File: src/fetch_pkg.sv
`default_nettype none

package fetch_pkg;

    typedef logic [31:0] word_t;
    typedef logic [31:0] addr_t;
    // lower address word in bits 31..0
    typedef logic [63:0] dword_t;

    localparam int RS_DEPTH = 4;
    typedef logic [$clog2(RS_DEPTH)-1:0] rs_ptr_t;

    localparam logic [5:0] OP_SPECIAL = 6'd0;
    localparam logic [5:0] OP_J       = 6'd2;
    localparam logic [5:0] OP_JAL     = 6'd3;
    localparam logic [5:0] FUNCT_JR   = 6'd8;
    localparam logic [4:0] REG_RA     = 5'd31;

    typedef struct packed {
        logic  taken;
        addr_t target;
        logic  push;
        logic  pop;
    } pred_t;

    typedef struct packed {
        logic  valid;
        addr_t pc;
        word_t instr;
        logic  pred_taken;
        addr_t pred_target;
    } slot_t;

    // slot0 sits in the low bits
    typedef struct packed {
        slot_t slot1;
        slot_t slot0;
    } fetch_pair_t;

    typedef enum logic [1:0] {IDLE, REQ, RELEASE} ibus_state_t;
    typedef enum logic [1:0] {EMPTY, WAIT, FULL} fetch_state_t;

endpackage

`default_nettype wire

File: src/branch_predecode.sv
`default_nettype none
`timescale 1ns/10ps

module branch_predecode (
    input  fetch_pkg::word_t  instr,
    input  fetch_pkg::addr_t  pc,
    input  fetch_pkg::addr_t  rs_top,
    output fetch_pkg::pred_t  pred
);

    logic [5:0]       opcode;
    logic [5:0]       funct;
    logic [4:0]       rs;
    logic [25:0]      index;
    fetch_pkg::addr_t pc_plus4;
    fetch_pkg::addr_t jump_target;

    assign opcode   = instr[31:26];
    assign rs       = instr[25:21];
    assign funct    = instr[5:0];
    assign index    = instr[25:0];
    assign pc_plus4 = pc + 32'd4;

    // region of pc+4 joined with the word index
    assign jump_target = {pc_plus4[31:28], index, 2'b00};

    always_comb
    begin
        pred = '0;
        case (opcode)
            fetch_pkg::OP_J:
            begin
                pred.taken  = 1'b1;
                pred.target = jump_target;
            end
            fetch_pkg::OP_JAL:
            begin
                pred.taken  = 1'b1;
                pred.target = jump_target;
                pred.push   = 1'b1;
            end
            fetch_pkg::OP_SPECIAL:
            begin
                // only a return through ra is predicted
                if (funct == fetch_pkg::FUNCT_JR && rs == fetch_pkg::REG_RA)
                begin
                    pred.taken  = 1'b1;
                    pred.target = rs_top;
                    pred.pop    = 1'b1;
                end
            end
            default:
                pred = '0;
        endcase
    end

endmodule

`default_nettype wire

File: src/fetch_pc_gen.sv
`default_nettype none
`timescale 1ns/10ps

module fetch_pc_gen (
    input  logic              clk,
    input  logic              reset,
    input  logic              handoff,
    input  fetch_pkg::pred_t  pair_pred,
    input  fetch_pkg::addr_t  pair_pc,
    input  logic              flush,
    input  fetch_pkg::addr_t  flush_pc,
    output logic              fetch_req,
    output fetch_pkg::addr_t  fetch_pc
);

    logic             started;
    fetch_pkg::addr_t seq_pc;

    // next aligned pair above the one just handed off
    assign seq_pc = {pair_pc[31:3], 3'b000} + 32'd8;

    always_ff @(posedge clk)
    begin
        if (!reset)
        begin
            started   <= 1'b0;
            fetch_req <= 1'b0;
            fetch_pc  <= '0;
        end
        else
        begin
            started   <= 1'b1;
            fetch_req <= 1'b0;
            if (!started)
            begin
                // first fetch out of reset, from address 0
                fetch_req <= 1'b1;
            end
            if (flush)
            begin
                fetch_pc  <= flush_pc;
                fetch_req <= 1'b1;
            end
            else if (handoff)
            begin
                fetch_req <= 1'b1;
                if (pair_pred.taken)
                    fetch_pc <= pair_pred.target;
                else
                    fetch_pc <= seq_pc;
            end
        end
    end

endmodule

`default_nettype wire

File: src/fetch_top.sv
`default_nettype none
`timescale 1ns/10ps

module fetch_top (
    input  logic                    clk,
    input  logic                    reset,
    input  logic                    stall,
    input  logic                    flush,
    input  fetch_pkg::addr_t        flush_pc,
    output fetch_pkg::fetch_pair_t  fetch_pair,
    output logic                    pair_valid,
    output logic                    ibus_req,
    output fetch_pkg::addr_t        ibus_addr,
    input  logic                    ibus_ack,
    input  fetch_pkg::dword_t       ibus_data
);

    logic              fetch_req;
    fetch_pkg::addr_t  fetch_pc;
    logic              rd_done;
    fetch_pkg::dword_t rd_data;
    logic              handoff;
    fetch_pkg::pred_t  pair_pred;
    fetch_pkg::addr_t  ret_addr;
    fetch_pkg::addr_t  rs_top;

    fetch_pc_gen i_fetch_pc_gen (
        .clk       (clk),
        .reset     (reset),
        .handoff   (handoff),
        .pair_pred (pair_pred),
        .pair_pc   (fetch_pair.slot0.pc),
        .flush     (flush),
        .flush_pc  (flush_pc),
        .fetch_req (fetch_req),
        .fetch_pc  (fetch_pc)
    );

    ibus_port i_ibus_port (
        .clk       (clk),
        .reset     (reset),
        .fetch_req (fetch_req),
        .fetch_pc  (fetch_pc),
        .flush     (flush),
        .ibus_req  (ibus_req),
        .ibus_addr (ibus_addr),
        .ibus_ack  (ibus_ack),
        .ibus_data (ibus_data),
        .rd_done   (rd_done),
        .rd_data   (rd_data)
    );

    instr_fetch i_instr_fetch (
        .clk        (clk),
        .reset      (reset),
        .fetch_req  (fetch_req),
        .fetch_pc   (fetch_pc),
        .rd_done    (rd_done),
        .rd_data    (rd_data),
        .stall      (stall),
        .flush      (flush),
        .rs_top     (rs_top),
        .fetch_pair (fetch_pair),
        .pair_valid (pair_valid),
        .handoff    (handoff),
        .pair_pred  (pair_pred),
        .ret_addr   (ret_addr)
    );

    return_stack i_return_stack (
        .clk       (clk),
        .reset     (reset),
        .handoff   (handoff),
        .push      (pair_pred.push),
        .pop       (pair_pred.pop),
        .push_addr (ret_addr),
        .rs_top    (rs_top)
    );

endmodule

`default_nettype wire

File: src/ibus_port.sv
`default_nettype none
`timescale 1ns/10ps

module ibus_port (
    input  logic               clk,
    input  logic               reset,
    input  logic               fetch_req,
    input  fetch_pkg::addr_t   fetch_pc,
    input  logic               flush,
    output logic               ibus_req,
    output fetch_pkg::addr_t   ibus_addr,
    input  logic               ibus_ack,
    input  fetch_pkg::dword_t  ibus_data,
    output logic               rd_done,
    output fetch_pkg::dword_t  rd_data
);

    fetch_pkg::ibus_state_t state;
    logic                   pending;
    logic                   dropped;
    logic                   start;

    // a flush cancels any request not yet on the bus
    assign start    = (fetch_req | pending) & ~flush;
    assign ibus_req = (state == fetch_pkg::REQ);

    always_ff @(posedge clk)
    begin
        if (!reset)
        begin
            state   <= fetch_pkg::IDLE;
            pending <= 1'b0;
            dropped <= 1'b0;
            rd_done <= 1'b0;
        end
        else
        begin
            rd_done <= 1'b0;
            if (flush)
                pending <= 1'b0;
            else if (fetch_req)
                pending <= 1'b1;
            case (state)
                fetch_pkg::IDLE:
                    if (start)
                    begin
                        state   <= fetch_pkg::REQ;
                        pending <= 1'b0;
                        dropped <= 1'b0;
                    end
                fetch_pkg::REQ:
                begin
                    if (flush)
                        dropped <= 1'b1;
                    if (ibus_ack)
                    begin
                        state   <= fetch_pkg::RELEASE;
                        rd_done <= ~(dropped | flush);
                    end
                end
                fetch_pkg::RELEASE:
                    if (!ibus_ack)
                        state <= fetch_pkg::IDLE;
                default:
                    state <= fetch_pkg::IDLE;
            endcase
        end
    end

    always_ff @(posedge clk)
    begin
        if (state == fetch_pkg::IDLE && start)
            ibus_addr <= {fetch_pc[31:3], 3'b000};
        if (state == fetch_pkg::REQ && ibus_ack)
            rd_data <= ibus_data;
    end

endmodule

`default_nettype wire

File: src/instr_fetch.sv
`default_nettype none
`timescale 1ns/10ps

module instr_fetch (
    input  logic                    clk,
    input  logic                    reset,
    input  logic                    fetch_req,
    input  fetch_pkg::addr_t        fetch_pc,
    input  logic                    rd_done,
    input  fetch_pkg::dword_t       rd_data,
    input  logic                    stall,
    input  logic                    flush,
    input  fetch_pkg::addr_t        rs_top,
    output fetch_pkg::fetch_pair_t  fetch_pair,
    output logic                    pair_valid,
    output logic                    handoff,
    output fetch_pkg::pred_t        pair_pred,
    output fetch_pkg::addr_t        ret_addr
);

    fetch_pkg::fetch_state_t state;
    fetch_pkg::addr_t        buf_pc;
    fetch_pkg::dword_t       buf_data;
    fetch_pkg::addr_t        base_pc;
    fetch_pkg::addr_t        slot1_pc;
    fetch_pkg::pred_t        pred0;
    fetch_pkg::pred_t        pred1;
    logic                    valid0;
    logic                    valid1;
    logic                    act0;
    logic                    act1;

    always_ff @(posedge clk)
    begin
        if (!reset)
            state <= fetch_pkg::EMPTY;
        else if (flush)
            state <= fetch_pkg::EMPTY;
        else
        begin
            case (state)
                fetch_pkg::EMPTY:
                    if (fetch_req)
                        state <= fetch_pkg::WAIT;
                fetch_pkg::WAIT:
                    if (rd_done)
                        state <= fetch_pkg::FULL;
                fetch_pkg::FULL:
                    if (handoff)
                        state <= fetch_pkg::EMPTY;
                default:
                    state <= fetch_pkg::EMPTY;
            endcase
        end
    end

    always_ff @(posedge clk)
    begin
        if (fetch_req)
            buf_pc <= fetch_pc;
        if (rd_done)
            buf_data <= rd_data;
    end

    assign pair_valid = (state == fetch_pkg::FULL);
    assign handoff    = pair_valid & ~stall;

    assign base_pc  = {buf_pc[31:3], 3'b000};
    assign slot1_pc = base_pc + 32'd4;

    branch_predecode i_predecode0 (
        .instr  (buf_data[31:0]),
        .pc     (base_pc),
        .rs_top (rs_top),
        .pred   (pred0)
    );

    branch_predecode i_predecode1 (
        .instr  (buf_data[63:32]),
        .pc     (slot1_pc),
        .rs_top (rs_top),
        .pred   (pred1)
    );

    // odd-word fetch leaves only the upper word
    assign valid0 = ~buf_pc[2];
    assign act0   = valid0 & pred0.taken;
    // nothing after a taken slot 0
    assign valid1 = ~act0;
    assign act1   = valid1 & pred1.taken;

    always_comb
    begin
        fetch_pair.slot0.valid       = valid0;
        fetch_pair.slot0.pc          = base_pc;
        fetch_pair.slot0.instr       = buf_data[31:0];
        fetch_pair.slot0.pred_taken  = act0;
        fetch_pair.slot0.pred_target = act0 ? pred0.target : '0;
        fetch_pair.slot1.valid       = valid1;
        fetch_pair.slot1.pc          = slot1_pc;
        fetch_pair.slot1.instr       = buf_data[63:32];
        fetch_pair.slot1.pred_taken  = act1;
        fetch_pair.slot1.pred_target = act1 ? pred1.target : '0;
    end

    // first taken slot steers the pair, return address is its pc + 8
    always_comb
    begin
        pair_pred = '0;
        ret_addr  = '0;
        if (act0)
        begin
            pair_pred = pred0;
            ret_addr  = base_pc + 32'd8;
        end
        else if (act1)
        begin
            pair_pred = pred1;
            ret_addr  = slot1_pc + 32'd8;
        end
    end

endmodule

`default_nettype wire

File: src/return_stack.sv
`default_nettype none
`timescale 1ns/10ps

module return_stack (
    input  logic              clk,
    input  logic              reset,
    input  logic              handoff,
    input  logic              push,
    input  logic              pop,
    input  fetch_pkg::addr_t  push_addr,
    output fetch_pkg::addr_t  rs_top
);

    fetch_pkg::addr_t   entries [fetch_pkg::RS_DEPTH];
    fetch_pkg::rs_ptr_t ptr;
    fetch_pkg::rs_ptr_t ptr_up;
    fetch_pkg::rs_ptr_t ptr_down;

    // wrap both ways, oldest entry is overwritten
    assign ptr_up   = (ptr == fetch_pkg::rs_ptr_t'(fetch_pkg::RS_DEPTH - 1)) ? '0 : ptr + 1'b1;
    assign ptr_down = (ptr == '0) ? fetch_pkg::rs_ptr_t'(fetch_pkg::RS_DEPTH - 1) : ptr - 1'b1;

    always_ff @(posedge clk)
    begin
        if (!reset)
        begin
            ptr <= '0;
            for (int i = 0; i < fetch_pkg::RS_DEPTH; i++)
                entries[i] <= '0;
        end
        else if (handoff)
        begin
            if (push)
            begin
                entries[ptr_up] <= push_addr;
                ptr             <= ptr_up;
            end
            else if (pop)
                ptr <= ptr_down;
        end
    end

    assign rs_top = entries[ptr];

endmodule

`default_nettype wire

File: config.mk
export PLATFORM = sky130hd
export DESIGN_NAME = fetch_top
export DESIGN_NICKNAME = d
export VERILOG_FILES = /design/src/fetch_pkg.sv /design/src/branch_predecode.sv /design/src/fetch_pc_gen.sv /design/src/fetch_top.sv /design/src/ibus_port.sv /design/src/instr_fetch.sv /design/src/return_stack.sv
export SDC_FILE = /design/constraint.sdc
export NUM_CORES = 1
export LEC_CHECK = 0
export ABC_AREA = 1
export BUFFER_PORTS_ARGS = -buffer_cell sky130_fd_sc_hd__buf_2
export CAP_MARGIN = 15
export CORE_UTILIZATION = 55
export DETAILED_ROUTE_END_ITERATION = 12
export PLACE_DENSITY = 0.8
export SYNTH_ARGS = -nofsm -noshare
export SYNTH_HDL_FRONTEND = slang
export SYNTH_SLANG_ARGS = --single-unit
export TNS_END_PERCENT = 50
File: constraint.sdc
create_clock -name clk -period 3.8 [get_ports clk]
set_input_delay 0.19 -clock clk [delete_from_list [all_inputs] [get_ports clk]]
set_output_delay 0.19 -clock clk [all_outputs]
set_load 0.01 [all_outputs]
# After elaboration in Yosys (flattened, before gate mapping)
# Memory sizes are Yosys's and may differ from the RTL's. A register that Yosys moved wholly into a read port is not among the register bits.
# Index checks and enable logic that the tools add are counted.
dict set report totals {
  word_cells 125
  mem_bits_rw 128
  memories 1
  latch_bits 0
  output_inout_bits 230
  inputBits 101
  rom_bits 0
  register_bits 232
}
# name words width read_ports rd_clocked_by_memory_dff wr line
set mem_list {}
lappend mem_list {i_return_stack.entries 4 32 1 1 4 return_stack.sv:14} ;# fetch_pkg::addr_t entries [fetch_pkg::RS_DEPTH];
dict set report op_classes {
  mul 0
  n_div 0
  n_addsub 6
  shift 0
  reduce_logical 21
  n_bitwise 12
  eq_ne 20
  order_cmp 0
  mux 52
}
# cell n
set ops {}
lappend ops {{32-bit two-way mux} 8}
lappend ops {{33-bit case mux with 2 select lines} 2}
lappend ops {{35-bit two-way mux} 2}
lappend ops {{33-bit two-way mux} 2}
lappend ops {{32-bit by 3-bit adder with 32-bit output (second input constant)} 2}
lappend ops {{32-bit by 4-bit adder with 32-bit output (second input constant)} 2}
lappend ops {{32-bit OR reduction} 1}
lappend ops {{2-bit two-way mux} 13}
lappend ops {{6-bit by 2-bit == test with 1-bit output (second input constant)} 4}
lappend ops {{1-bit two-way mux} 22}
lappend ops {{6-bit by 4-bit == test with 1-bit output (second input constant)} 2}
lappend ops {{6-bit logical NOT} 2}
lappend ops {{2-bit case mux with 3 select lines} 2}
lappend ops {{3-bit AND reduction} 4}
lappend ops {{5-bit == test (second input constant)} 2}
lappend ops {{2-bit inequality test (second input constant)} 5}
lappend ops {{2-bit == test (second input constant)} 3}
lappend ops {{2-bit logical NOT} 3}
lappend ops {{1-bit NOT} 6}
lappend ops {{2-bit nonzero test} 3}
lappend ops {{2-bit OR reduction} 3}
lappend ops {{1-bit AND} 4}
lappend ops {{2-bit by 1-bit == test with 1-bit output (second input constant)} 2}
lappend ops {{1-bit logical AND} 4}
lappend ops {{6 further kinds} 8}

# Longest topological paths before layout
dict set report logic_depth {
  word_depth 15
  ltp_mapped 15
}

# Hierarchy
# Synthesis repeated with hierarchy kept, for this count alone.
dict set report hier_totals {
  cells_unflattened 2055
  hier_area_um2 18267.5
}
# mod cells_each instances area_per_inst_um2 seq_area_each_um2
set by_module_without_submodules {}
lappend by_module_without_submodules {return_stack 614 1 6089.6 3923.8}
lappend by_module_without_submodules {instr_fetch 572 1 5221.3 2862.7}
lappend by_module_without_submodules {ibus_port 126 1 3049.2 2892.8}
lappend by_module_without_submodules {fetch_pc_gen 369 1 2371.0 680.7}
lappend by_module_without_submodules {branch_predecode 187 2 768.2 0.0}

# Worst setup path before layout
# No wires, ideal clock.
dict set report synth_timing {
  path_kind {register to register}
  startpoint {register i_fetch_pc_gen.fetch_req}
  endpoint {register i_ibus_port.dropped}
  setup_ns 0.122
  t_arrival_ns 2.836
  period_less_slack_ns 2.958
  path_buffers 0
  setup_slack_ns 0.842
  path_stages_with_launch 6
  cell_sequence {dfxtp_1 -> o21ai_0 -> nor2_1 -> inv_1 -> nand2_1 -> a21oi_1}
}
dict set report synth_between {
  elab_chain_len 4
}
# element line
set synth_rtl {}
lappend synth_rtl {{start: declaration} fetch_pc_gen.sv:12} ;# output logic fetch_req,
lappend synth_rtl {{start signal: assignment} fetch_pc_gen.sv:27} ;# fetch_req <= 1'b0;
lappend synth_rtl {{start signal: assignment} fetch_pc_gen.sv:33} ;# fetch_req <= 1'b0;
lappend synth_rtl {{start signal: assignment} fetch_pc_gen.sv:37} ;# fetch_req <= 1'b1;
lappend synth_rtl {{1-bit bitwise OR} ibus_port.sv:24} ;# assign start = (fetch_req | pending) & ~flush;
lappend synth_rtl {{1-bit AND} ibus_port.sv:24}
lappend synth_rtl {{2-bit by 1-bit inequality test with 1-bit output (no line)} --}
lappend synth_rtl {{3-bit AND reduction (no line)} --}
lappend synth_rtl {{end signal: assignment} ibus_port.sv:33} ;# dropped <= 1'b0;
lappend synth_rtl {{end signal: assignment} ibus_port.sv:49} ;# dropped <= 1'b0;
lappend synth_rtl {{end signal: assignment} ibus_port.sv:54} ;# dropped <= 1'b1;
lappend synth_rtl {{end: declaration} ibus_port.sv:20} ;# logic dropped;
# No other way between the ends.
# A chain may end at the register's enable or synchronous reset.

==> impl_metrics.py <==
metrics = {
    "outcome": {
        "outcome": "completed",
    },
    "critical_path": {
        "rr_worst_depth": 13,
        "cp-start-kind": "flop",
        "crit_required_ns": 3.61,
        "critPathMaxFanout": 21,
        "r2r_end": "i_return_stack.entries[2][14]$_SDFFCE_PN0P_",
        "endpoint": "fetch_pair[127]",
        "reg2reg_slack_ns": 0.69,
        "regToRegStartpoint": "i_instr_fetch.buf_data[27]$_DFFE_PP_",
        "endpoint_kind": "output pin",
        "critical_path_arrival_ns": 3.26,
        "critPathLaunch": "i_instr_fetch.buf_data[61]$_DFFE_PP_",
        "worst-setup-path-type": "flop to output pin",
    },
    "timing": {
        "rsz0062_at_grt": "false",
        "setup_viol": 0,
        "worstMarginPinSlew_ns": 0.954,
        "fin_crit_ns": 3.45,
        "fmax_mhz": 290,
        "relSlewSlack_pct": 36.1,
        "hold_violations": 0,
        "setup_ws_ns": 0.353,
        "finClkSkew_ns": 0.0169,
        "hold_ws_ns": 0.00993,
        "fin_tns_setup_ns": 0,
        "min_period_over_period_pct": 90.7,
        "slew_violations": 0,
    },
    "global_routing": {
        "gr-usage-all-layers_pct": 33.7,
        "grt_max_degree": 74,
        "grtUsageMet3_pct": 8.51,
        "grt_pass1_vias": 13354,
        "met2_usage_pct": 55.0,
        "overflow": 0,
        "antenna_found_initial": 0,
        "grt_busiest_layer": "met2",
        "met1_usage_pct": 40.4,
        "grt_pass1_wl_um": 77300,
    },
    "power_and_ir_drop": {
        "vdd_drop_max_v": 0.000465,
        "seqPwrFrac_pct": 51.0,
        "switching_share_pct": 22.1,
        "clkPwrFrac_pct": 42.9,
        "combPwrFrac_pct": 6.1,
        "netSwitchingPower_uw": 1910,
        "internal_power_uw": 6730,
        "power_density_nw_per_um2": 434,
        "leakage_uw": 0.00917,
        "report.power.total_uw": 8640,
    },
    "die": {
        "io_pins": 331,
        "row_count": 63,
        "start_util_pct": 56.1,
        "die_area_um2": 31000,
        "die_h_um": 176,
        "die_x_um": 176,
        "core_um2": 29700,
    },
    "worst_hold_path": {
        "holdCritStartpoint": "flush_pc[7]",
        "min_path_type": "primary input to flop",
    },
    "clock_tree": {
        "cts_setup_buffers": 0,
        "cts_sinks": 350,
        "cts_tree": "done",
        "cts_buffers": 34,
        "clockBufferDepth": 3,
        "hold_buffers": 67,
        "ctsResizeCount": 0,
        "clkSlewWorstSetupHoldPaths_ns": 0.07,
        "cts_max_level": 2,
        "root_buffer": "clkbuf_16",
        "worst_skew_pair.late_latency_ns": 0.53,
    },
    "detailed_routing": {
        "wl_per_cell_um": 21.3,
        "first_pass_iters": 7,
        "vias": 13844,
        "drc": 0,
        "routed_wl_um": 52700,
        "drt_iter0_markers": 1738,
        "ant_nets": 0,
        "viasPerCell": 5.61,
    },
    "synthesis": {
        "synth.distinct_cells": 47,
        "yosys.area.top_type": "edfxtp_1",
        "synthCells": 1737,
        "synth_top_flop_cell": "edfxtp_1",
        "ys_seq_area_share_pct": 60.5,
        "synth_top_area_share_pct": 55.3,
        "ys_warn_count": 0,
        "ys_seq_elements": 350,
        "synth_edf_count": 307,
        "synth.avg_cell_area_um2": 9.59,
        "syn_area_um2": 16700,
        "synthArstFlopShare_pct": 0,
        "netlist_top_cells_area": "edfxtp_1 55%, nand2_1 9.8%, inv_1 5.2%",
    },
    "placed_design": {
        "port_buffers": 315,
        "place.gp.congestion": 1.01,
        "place_ws_ns": 0.802,
        "dp_hpwl_um": 36000,
    },
    "final_layout": {
        "final_util_pct": 67.0,
        "fin_nets": 2157,
        "num-fill-cells": 2126,
        "num_antenna_cells": 0,
        "layout_common_cells": "435 x nand2_1, 315 x buf_2, 307 x edfxtp_1",
        "final_common_cell": "nand2_1",
        "drive_above_1_share_pct": 24.1,
        "area_growth_pct": 19.5,
    },
    "job": {
        "drv_cap": 0,
    },
}
## registers in the layout, indices dropped and copies added, names as in the netlist, 2 cells and up, named ones only
name / flops
i_ibus_port.ibus_addr: 29
i_instr_fetch.buf_data: 64
i_instr_fetch.buf_pc: 30
i_return_stack.ptr: 2
i_return_stack.entries: 120
i_instr_fetch.state: 2
i_fetch_pc_gen.fetch_pc: 30
i_ibus_port.state: 2
i_ibus_port.rd_data: 64
## worst min path at each step
| stage | endpoint | slack, ns | cells past startpoint |
|---|---|---|---|
| after global routing | i_fetch_pc_gen.fetch_pc[25]$_SDFFE_PN0P_ | 0.04 | 4 |
| after global placement | i_ibus_port.rd_data[35]$_DFFE_PP_ | 0.37 | 1 |
| after detailed placement | i_ibus_port.rd_data[12]$_DFFE_PP_ | 0.37 | 1 |
| after CTS | i_fetch_pc_gen.fetch_pc[7]$_SDFFE_PN0P_ | 0.004 | 5 |
| final | i_fetch_pc_gen.fetch_pc[7]$_SDFFE_PN0P_ | 0.01 | 5 |
| after floorplan | i_fetch_pc_gen.started$_DFF_P_ | 0.22 | 0 |
## worst max-delay path, stage by stage, from the launching register on
cell	delay, ns
edfxtp_1	0.41
nor2_1	0.32
nand2_1	0.12
nor2_1	0.13
buf_4	0.28
nand3b_1	0.13
nand2_1	0.12
inv_2	0.07
nor2_4	0.41
buf_4	0.32
nand2_1	0.19
inv_1	0.10
buf_2	0.13
## cells in the mapped netlist (2+ instances only)
| master | number |
|---|---|
| nand2_4 | 6 |
| nand2_2 | 12 |
| nand3_4 | 2 |
| xor2_1 | 8 |
| nor2_8 | 2 |
| edfxtp_1 | 307 |
| nor3_1 | 4 |
| o21bai_1 | 7 |
| buf_12 | 2 |
| buf_4 | 83 |
| clkbuf_1 | 18 |
| nor2_4 | 24 |
| o21ai_0 | 41 |
| a21oi_1 | 54 |
| dfxtp_1 | 43 |
| nand4_1 | 9 |
| buf_2 | 24 |
| clkinv_1 | 3 |
| ha_1 | 3 |
| inv_1 | 230 |
| nor3_2 | 2 |
| or2_2 | 12 |
| xnor2_1 | 3 |
| nor2_2 | 10 |
| a22oi_1 | 6 |
| o221ai_1 | 9 |
| o221a_2 | 2 |
| inv_2 | 26 |
| conb_1 | 2 |
| o21ai_1 | 2 |
| a22o_1 | 4 |
| buf_1 | 6 |
| nand2_1 | 436 |
| nor2_1 | 202 |
| o22ai_1 | 8 |
| nand3_1 | 109 |
| buf_6 | 6 |
## metrics by stage
step	instances	instance area, um2
global placement	2340	18000
floorplan	1748	16700
detailed placement	2340	18000
global route	2468	19900
finish	2468	19900
CTS	2468	19900
## cell families after synthesis
group	synth area share (%)
other	0.0451
DFF	60.5
buffers and inverters	11.5
xor gates and xnor gates	0.578
AOI/OAI and AO/OA	4.81
adders and majority gates	0.225
and+or+nand+nor	22.3
## layout make-up
cell class / count / area (um2) / share of cell area [%]
multi-input combinational: 999 / 4710 / 23.7
clock inverter: 14 / 226 / 1.14
timing repair buffer: 408 / 2440 / 12.3
inverter: 260 / 978 / 4.91
clock buffer: 47 / 983 / 4.94
sequential: 350 / 10100 / 50.6
tap: 390 / 488 / 2.45
## routing by layer
metal  vias up  routed length [um]
met5         -                   0
met4         0                3270
met3       197                6390
met2      1048               25200
met1      6473               17800
li1       6126                   -
## power groups by stage
stage / registers [uW] / logic (uW) / clock network, uW
final: 4410 / 528 / 3700
after global routing: 4410 / 558 / 3840
after CTS: 4400 / 507 / 3660
after detailed placement: 4480 / 450 / 0
after global placement: 4480 / 442 / 0
after floorplan: 4460 / 282 / 0
Power figures use the tool's default switching activity.
